===== src/common/conv_fmt_pkg.sv =====
package conv_fmt_pkg;

  localparam int PX_WIDTH_DEF         = 8;
  localparam int COEF_WIDTH_DEF       = 10;
  localparam int COEF_FRACT_WIDTH_DEF = 7;
  localparam int WIN_SIZE_DEF         = 3;

  typedef logic [PX_WIDTH_DEF-1:0] px_t;

  // Magnitudes of pixels and coefficients share one unsigned fixed-point width.
  function automatic int cast_width(int px_width, int coef_width, int coef_fract_width);
    int coef_int_width;
    coef_int_width = coef_width - coef_fract_width - 1;
    return ((px_width > coef_int_width) ? px_width : coef_int_width) + coef_fract_width;
  endfunction

  function automatic int mult_width(int px_width, int coef_width, int coef_fract_width);
    return 2 * cast_width(px_width, coef_width, coef_fract_width) + 1; // Sign on top.
  endfunction

  function automatic int sum_width(int number_width, int numbers_amount);
    return number_width + $clog2(numbers_amount);
  endfunction

  function automatic int add_delay(int numbers_amount);
    return $clog2(numbers_amount) + 1; // Input register plus adder levels.
  endfunction

endpackage

===== src/source/pipeline_adder.sv =====
`timescale 1ns/1ps

module pipeline_adder #(
  parameter int NUMBERS_AMOUNT = conv_fmt_pkg::WIN_SIZE_DEF * conv_fmt_pkg::WIN_SIZE_DEF,
  parameter int NUMBER_WIDTH   = conv_fmt_pkg::mult_width(conv_fmt_pkg::PX_WIDTH_DEF,
                                                          conv_fmt_pkg::COEF_WIDTH_DEF,
                                                          conv_fmt_pkg::COEF_FRACT_WIDTH_DEF)
)(
  input  logic                                                       clk_i,
  input  logic                                                       rst_i,
  input  logic [NUMBERS_AMOUNT*NUMBER_WIDTH-1:0]                     data_i,
  input  logic                                                       data_valid_i,
  output logic                                                       ready_o,
  output logic [conv_fmt_pkg::sum_width(NUMBER_WIDTH, NUMBERS_AMOUNT)-1:0] data_o,
  output logic                                                       data_valid_o,
  input  logic                                                       ready_i
);

  import conv_fmt_pkg::*;

  localparam int ADD_DELAY = add_delay(NUMBERS_AMOUNT);

  logic [ADD_DELAY-1:0] valid_q;
  logic                 advance;

  assign advance = ready_i || !valid_q[ADD_DELAY-1]; // Whole tree moves as one.
  assign ready_o = advance;

  genvar l, i;
  generate
    for (l = 0; l < ADD_DELAY; l++)
      begin : g_lvl
        localparam int CNT  = (NUMBERS_AMOUNT + (1 << l) - 1) >> l;
        localparam int PREV = (NUMBERS_AMOUNT + (1 << l) - 2) >> (l - 1 < 0 ? 0 : l - 1);
        localparam int W    = NUMBER_WIDTH + l;

        for (i = 0; i < CNT; i++)
          begin : g_node
            logic signed [W-1:0] node_q;

            if (l == 0)
              begin : g_in
                always_ff @(posedge clk_i)
                  if (advance)
                    node_q <= data_i[i*NUMBER_WIDTH +: NUMBER_WIDTH];
              end
            else if (2 * i + 1 < PREV)
              begin : g_pair
                always_ff @(posedge clk_i)
                  if (advance)
                    node_q <= g_lvl[l-1].g_node[2*i].node_q +
                              g_lvl[l-1].g_node[2*i+1].node_q;
              end
            else
              begin : g_odd
                always_ff @(posedge clk_i)
                  if (advance)
                    node_q <= g_lvl[l-1].g_node[2*i].node_q; // Sign-extended pass.
              end
          end
      end
  endgenerate

  always_ff @(posedge clk_i, posedge rst_i)
    if (rst_i)
      valid_q <= '0;
    else if (advance)
      valid_q <= {valid_q[ADD_DELAY-2:0], data_valid_i};

  assign data_o       = g_lvl[ADD_DELAY-1].g_node[0].node_q;
  assign data_valid_o = valid_q[ADD_DELAY-1];

  a_hold_valid: assert property (
    @(posedge clk_i) disable iff (rst_i)
    data_valid_o && !ready_i |=> data_valid_o
  );

endmodule


===== config.mk =====
export PLATFORM = sky130hd
export DESIGN_NAME = pipeline_adder
export DESIGN_NICKNAME = d
export VERILOG_FILES = /design/src/common/conv_fmt_pkg.sv /design/src/source/pipeline_adder.sv
export SDC_FILE = /design/constraint.sdc
export NUM_CORES = 1
export LEC_CHECK = 0
export ABC_CLOCK_PERIOD_IN_PS = 42400
export BUFFER_PORTS_ARGS = -buffer_cell sky130_fd_sc_hd__buf_2
export CAP_MARGIN = 15
export CORE_MARGIN = 5
export CORE_UTILIZATION = 60
export DETAILED_ROUTE_END_ITERATION = 6
export PLACE_DENSITY = 0.8
export SETUP_SLACK_MARGIN = 0.1
export SYNTH_ARGS = -nofsm -noshare
export SYNTH_HDL_FRONTEND = slang
export SYNTH_SLANG_ARGS = --single-unit

===== constraint.sdc =====
create_clock -name clk_i -period 42.4 [get_ports clk_i]
set_input_delay 10.6 -clock clk_i [delete_from_list [all_inputs] [get_ports clk_i]]
set_output_delay 10.6 -clock clk_i [all_outputs]
set_load 0.005 [all_outputs]

# Yosys cells after proc, flatten, opt, wreduce, memory -nomap -nowiden
# Cells that the tools add are included.
# totals
inputBits	283
out_inout_bits	37
reg_bits	640
word_cells	31
# classes
n_addsub	8
reduce_logical	2
# ops
operator	count
31-bit by 31-bit adder with 32-bit output	4
32-bit by 32-bit adder with 33-bit output	2
34-bit by 31-bit adder with 35-bit output	1
33-bit by 33-bit adder with 34-bit output	1
1-bit zero test	1
1-bit logical OR	1

# Depth between registers and ports, before layout
# Gate-level depths: netlist of run 1.
# logic_depth
depth_word	2
mapped_depth	12
depth_no_buf	12

# Worst setup path after synthesis of run 1
# No wires, ideal clock.
# synth_timing
path_kind	input port to output port
start	in ready_i
end	out ready_o
setup_slack_ps	3784
arrival_ps	28016
cell_stages	2
path_cell_list	nand2b_1 -> clkbuf_1
# synth_between
elab_chain_len	1
# synth_lines
element	line_no	source
from (decl)	pipeline_adder.sv:16	input logic ready_i
1-bit logical OR	pipeline_adder.sv:26	assign advance = ready_i || !valid_q[ADD_DELAY-1];
to (decl)	pipeline_adder.sv:13	output logic ready_o,
# No other way between the ends.

# Worst setup path after layout of run 1
# Ends and elaborated chain as after synthesis.

==> results of run 1 <==
==> metrics by stage <==
stage | setup slack [ns] | cell area (sq um) | power (W)
after global routing | 20.42 | 36500 | 0.00346
final | 20.46 | 36500 | 0.00324
after CTS | 20.44 | 36500 | 0.00324
after floorplan | 3.78 | 31900 | 0.00237
after global placement | 20.46 | 34300 | 0.00260
after detailed placement | 20.45 | 34300 | 0.00265
==> where the power goes <==
group | switching (W) | leakage (nW) | internal, W | total, W
registers | 0.0000867 | 6.44 | 0.00107 | 0.00115
logic | 0.000890 | 7.50 | 0.000616 | 0.00151
clock network | 0.000238 | 1.07 | 0.000342 | 0.000580
total | 0.00121 | 15.0 | 0.00203 | 0.00324
==> registers in the layout (all words and copies together), names as in the netlist <==
register and flops:
data_o 35, g_lvl.g_node.node_q 600, valid_q 5
==> logic make-up after synthesis <==
group / count (synthesis) / synth area share
DFF: 640 / 0.601
and+or+nand+nor: 440 / 0.0669
muxes: 7 / 0.00239
buffers and inverters: 122 / 0.0144
xor gates and xnor gates: 226 / 0.0620
adders and majority gates: 263 / 0.105
AOI/OAI and AO/OA: 732 / 0.149
==> routing by layer <==
layer	vias to the layer above	share of wire	routed length, um	GRT usage
met5	-	0	0	0
met4	0	0.026	1770	0.0645
met3	128	0.063	4260	0.0386
met2	751	0.48	32900	0.387
met1	9883	0.43	28900	0.318
li1	10100	-	-	-
==> final cells by class <==
cell class | count | area [sq um]
sequential | 640 | 19200
fill | 3618 | 16200
tap | 688 | 861
timing repair buffer | 327 | 1660
clock buffer | 79 | 1810
clock inverter | 41 | 379
antenna | 2 | 5.00
multi-input combinational | 1668 | 12300
inverter | 68 | 255
==> how the worst max path moves through the flow <==
stage	from	to	slack (ns)
floorplan	ready_i	ready_o	3.78
global placement	ready_i	ready_o	20.46
detailed placement	ready_i	ready_o	20.45
CTS	ready_i	ready_o	20.44
global route	ready_i	ready_o	20.42
finish	ready_i	ready_o	20.46
==> Yosys cell counts, types with 7 or more instances <==
master	number	share of area
xnor2_1	150	0.041
xor2_1	76	0.021
edfxtp_1	635	0.60
nor2b_1	24	0.0047
nand3_1	50	0.0078
nor2_1	113	0.013
nand4_1	34	0.0067
o21a_1	32	0.0075
o211ai_1	14	0.0033
a21o_1	159	0.037
o31ai_1	7	0.0016
and2_1	7	0.0014
a21oi_1	234	0.037
fa_1	8	0.0050
o21ai_0	109	0.017
and3_1	25	0.0049
a21boi_0	8	0.0019
o21bai_1	33	0.0078
clkbuf_1	53	0.0062
nor3_1	24	0.0038
a2111oi_0	7	0.0019
a211oi_1	16	0.0038
ha_1	255	0.10
inv_1	68	0.0080
nand2_1	109	0.013
a31oi_1	32	0.0063
nand2b_1	24	0.0047
==> worst reg2reg max path, delay by kind of cell (launching register included) <==
kind | cells | cell delay (ns)
compound gates | 7 | 2.23
xor+xnor | 1 | 0.26
fa+ha+maj | 2 | 0.66
flops | 1 | 0.36
simple gates | 1 | 0.10
==> results.toml, run 1 <==
[synth]
synth_area_sq_mm = 0.0319
synth_seq_cells = 640
synth_async_sr_flop_share = 0.00781
yosys_most_used_dff = "edfxtp_1"
synth_cell_types = 69
synth_edf_count = 635
yosysWarnings = 0
syn_avg_cell_area_sq_um = 13.1
ys_seq_area_frac = 0.601
syn-num-nets = 2976
syn_inst = 2430

[critical_path]
critPathCaptureType = "output pin"
reg2reg_from = "g_lvl[1].g_node[0].node_q[0]$_DFFE_PP_"
critPathTopFamily = "simple AND/OR/NAND/NOR gates"
crit_cells = 3
crit_path_top_delay_cell = "nand2b_4"
worstPathRequired_ns = 31.80
arrival_ns = 11.34
path_class = "primary input to output pin"
reg2reg_to = "g_lvl[2].g_node[0].node_q[28]$_DFFE_PP_"
crit_top_cell = "buf_2"
regToRegSetupSlack_ns = 38.52
r2r_cells = 11
path_cells = "buf_2 -> nand2b_4 -> buf_2"
slowest_delay_ns = 0.37
path_max_fanout = 23
crit_buf_inv = 2
crit_path_start_kind = "primary input"

[grt]
grt_use_total = 0.231
grt-ovfl-total = 0
grt_max_degree = 92
antenna_found_initial = 4
grt_pass1_wl_um = 107000
grt_pass1_vias = 20600

[run_status]
status = "finished, final reports clean"

[final_layout]
fin_util = 0.692
drive_gt1_frac = 0.159
final_common_cell = "edfxtp_1"
nNetsFinal = 3319
mostFrequentLayoutCells = "edfxtp_1, buf_2, ha_1"
final_cells = 3513
area_growth_pct = 14.1

[timing]
fmax_mhz = 45.6
relSlewSlack = 0.266
tightest_slew_ns = 1.10
slew_violations = 0
fin_crit_sh = 0.518
finalHoldViolCount = 0
setup_tns_ns = 0
post-route-min-period_ns = 21.94
rsz0062_at_grt = "no"
final-setup-viol-count = 0
finClkSkew_ns = 0.0262
hold_ws_ns = 0.410

[floorplan]
die_w_um = 241
dieArea_sq_mm = 0.0580
row_count = 84
core_area_sq_mm = 0.0527
ios = 320
start_util = 0.607
die_y_um = 241

[worst_hold_path]
hold_class = "flip-flop to flip-flop"
min_path_cells = 0
whs_endpoint = "g_lvl[1].g_node[4].node_q[11]$_DFFE_PP_"
min-delay-start = "g_lvl[0].g_node[8].node_q[11]$_DFFE_PP_"

[place]
placedCellCount = 3391
portBuffers = 319
gp_congestion = 0.899
dpl.hpwl_um = 50600

[route]
drc = 0
drt_iter0_drc = 1587
routed_wl_um = 67800
routedWlPerCell_um = 19.3
ant_nets = 0
via_count = 20800
viasPerCell = 5.93
dr.pass1.iters = 5

[power]
p_leak_nw = 15.0
vdd_drop_max_mv = 0.0419
powerDensity_mw_per_mm2 = 88.9

[clocking]
cts_tree = "done"
numCtsBuffers = 68
clockBufferDepth = 3
cts_setup_buffers = 0
h-tree-depth = 3
cts_resized = 0
clock_latency_ns = 0.61
postCtsHoldBufs = 0
clkTransAtPathRegs_ns = 0.06
root_buffer = "clkbuf_16"
numClockSinks = 640

[job]
maxCapViolCount = 0
(Power assumes the default switching activity.)
==> inputs of run 2 (changes only) <==
- ABC_CLOCK_PERIOD_IN_PS: 42400 -> 19100
- CORE_UTILIZATION: 60 -> 54
- PLACE_DENSITY: 0.8 -> 0.76
- clock period: 42.4 -> 19.1 ns (I/O delays scaled with it)
==> run 2 against run 1 <==
Global-route usage shrank 2.4 points. Combinational power grew 120%. First-iteration DRC count shrank 12%. Sequential power grew 120%. Via count shrank 1.1%. Non-clock buffer count grew 2. Sequential share of layout area shrank 0.39 points. Register-to-register slack lost 23 ns. Die area grew 11%. Critical path type unchanged. Critical endpoint unchanged. Largest cell class unchanged.
==> results.toml, run 2 (synthesis results as in run 1) <==
[run_status]
status = "finished, final reports clean"

[timing]
tightest_slew_ns = 1.09
relSlewSlack = 0.276
finalHoldViolCount = 0
slew_violations = 0
finClkSkew_ns = 0.0288
final-setup-viol-count = 0
fmax_mhz = 99.1
post-route-min-period_ns = 10.10
rsz0062_at_grt = "no"
setup_tns_ns = 0
finalWorstSetupSlack_ns = 9.00
fin_crit_sh = 0.529

[power]
p_sw_frac = 0.372
p_comb_frac = 0.460
powerDensity_mw_per_mm2 = 197
switchingPower_w = 0.00269
vdd_drop_max_mv = 0.126
p_int_w = 0.00455
p_clk_frac = 0.186
p_seq_frac = 0.354
p_leak_nw = 15.1

[job]
maxCapViolCount = 0

[clocking]
cts_setup_buffers = 0
postCtsHoldBufs = 0
clkTransAtPathRegs_ns = 0.05
h-tree-depth = 3
cts_tree = "done"
numCtsBuffers = 71
cts_resized = 0
root_buffer = "clkbuf_16"
clockBufferDepth = 3
numClockSinks = 640
clock_latency_ns = 0.61

[floorplan]
die_y_um = 253
dieArea_sq_mm = 0.0641
start_util = 0.543
ios = 320
core_area_sq_mm = 0.0588
die_w_um = 253
row_count = 89

[grt]
antenna_found_initial = 5
grt_use_total = 0.207
grt-ovfl-total = 0
grt_max_degree = 93
grt_pass1_wl_um = 106000
grt_pass1_vias = 20500

[route]
routed_wl_um = 67700
drc = 0
viasPerCell = 5.71
via_count = 20600
ant_nets = 0
drt_iter0_drc = 1397
dr.pass1.iters = 5
routedWlPerCell_um = 18.7

[final_layout]
drive_gt1_frac = 0.161
top_register = "g_lvl.g_node.node_q"
final_common_cell = "edfxtp_1"
nNetsFinal = 3324
largest_reg_flops = 600
area_growth_pct = 15.0
mostFrequentLayoutCells = "edfxtp_1, buf_2, ha_1"
fin_util = 0.625

[worst_hold_path]
min_path_cells = 0
hold_class = "flip-flop to flip-flop"

[critical_path]
arrival_ns = 5.32
path_max_fanout = 3
crit_path_start_kind = "primary input"
worstPathRequired_ns = 14.32
critPathCaptureType = "output pin"
r2r_cells = 11
path_class = "primary input to output pin"

[place]
dpl.hpwl_um = 50900
preCtsSetupSlack_ns = 8.99
gp_congestion = 0.919
portBuffers = 319
==> run 2: per-stage QoR <==
stage               hold slack (ns)  std cells  instance area [sq um]  total power [W]
detailed placement            0.405       3477                  34400          0.00588
CTS                           0.415       3604                  36700          0.00727
finish                        0.415       3609                  36700          0.00723
floorplan                     0.400       2430                  31900          0.00513
global placement              0.402       3477                  34400          0.00579
global route                  0.418       3609                  36700          0.00775
==> run 2: worst paths after layout <==
| kind | start | slack, ns | end |
|---|---|---|---|
| max in group asynchronous | rst_i | 14.85 | valid_q[3]$_DFFE_PP0P_ |
| min reg2reg | g_lvl[0].g_node[8].node_q[30]$_DFFE_PP_ | 0.41 | g_lvl[1].g_node[4].node_q[30]$_DFFE_PP_ |
| min | g_lvl[0].g_node[8].node_q[30]$_DFFE_PP_ | 0.41 | g_lvl[1].g_node[4].node_q[30]$_DFFE_PP_ |
| min in group asynchronous | rst_i | 4.07 | valid_q[2]$_DFFE_PP0P_ |
| max reg2reg | g_lvl[1].g_node[0].node_q[0]$_DFFE_PP_ | 15.24 | g_lvl[2].g_node[0].node_q[28]$_DFFE_PP_ |
| max | ready_i | 9.00 | ready_o |
==> run 2: layer usage <==
layer / GRT usage / routed length (um) / part of all wire
met1: 0.276 / 28700 / 0.42
met2: 0.343 / 32800 / 0.49
met3: 0.0345 / 3890 / 0.057
met4: 0.0813 / 2240 / 0.033
met5: 0 / 17 / 0.00025
==> run 2: cell type report <==
class	instances	area, sq um
Tap cell	773	967
Multi-Input combinational cell	1668	12300
Inverter	68	255
Fill cell	4440	22100
Antenna cell	4	10.0
Sequential cell	640	19200
Clock buffer	86	1920
Timing Repair Buffer	329	1690
Clock inverter	41	394
==> run 2: worst max-delay path: stages <==
cell,delay [ns]
buf_2,0.10
nand2b_4,0.23
buf_2,0.21
==> run 2: power by group through the flow <==
| stage | sequential, W | clock (W) | combinational (W) |
|---|---|---|---|
| detailed placement | 0.00259 | 0 | 0.00329 |
| global route | 0.00261 | 0.00144 | 0.00370 |
| finish | 0.00256 | 0.00135 | 0.00333 |
| floorplan | 0.00263 | 0 | 0.00250 |
| global placement | 0.00258 | 0 | 0.00321 |
| CTS | 0.00257 | 0.00138 | 0.00331 |
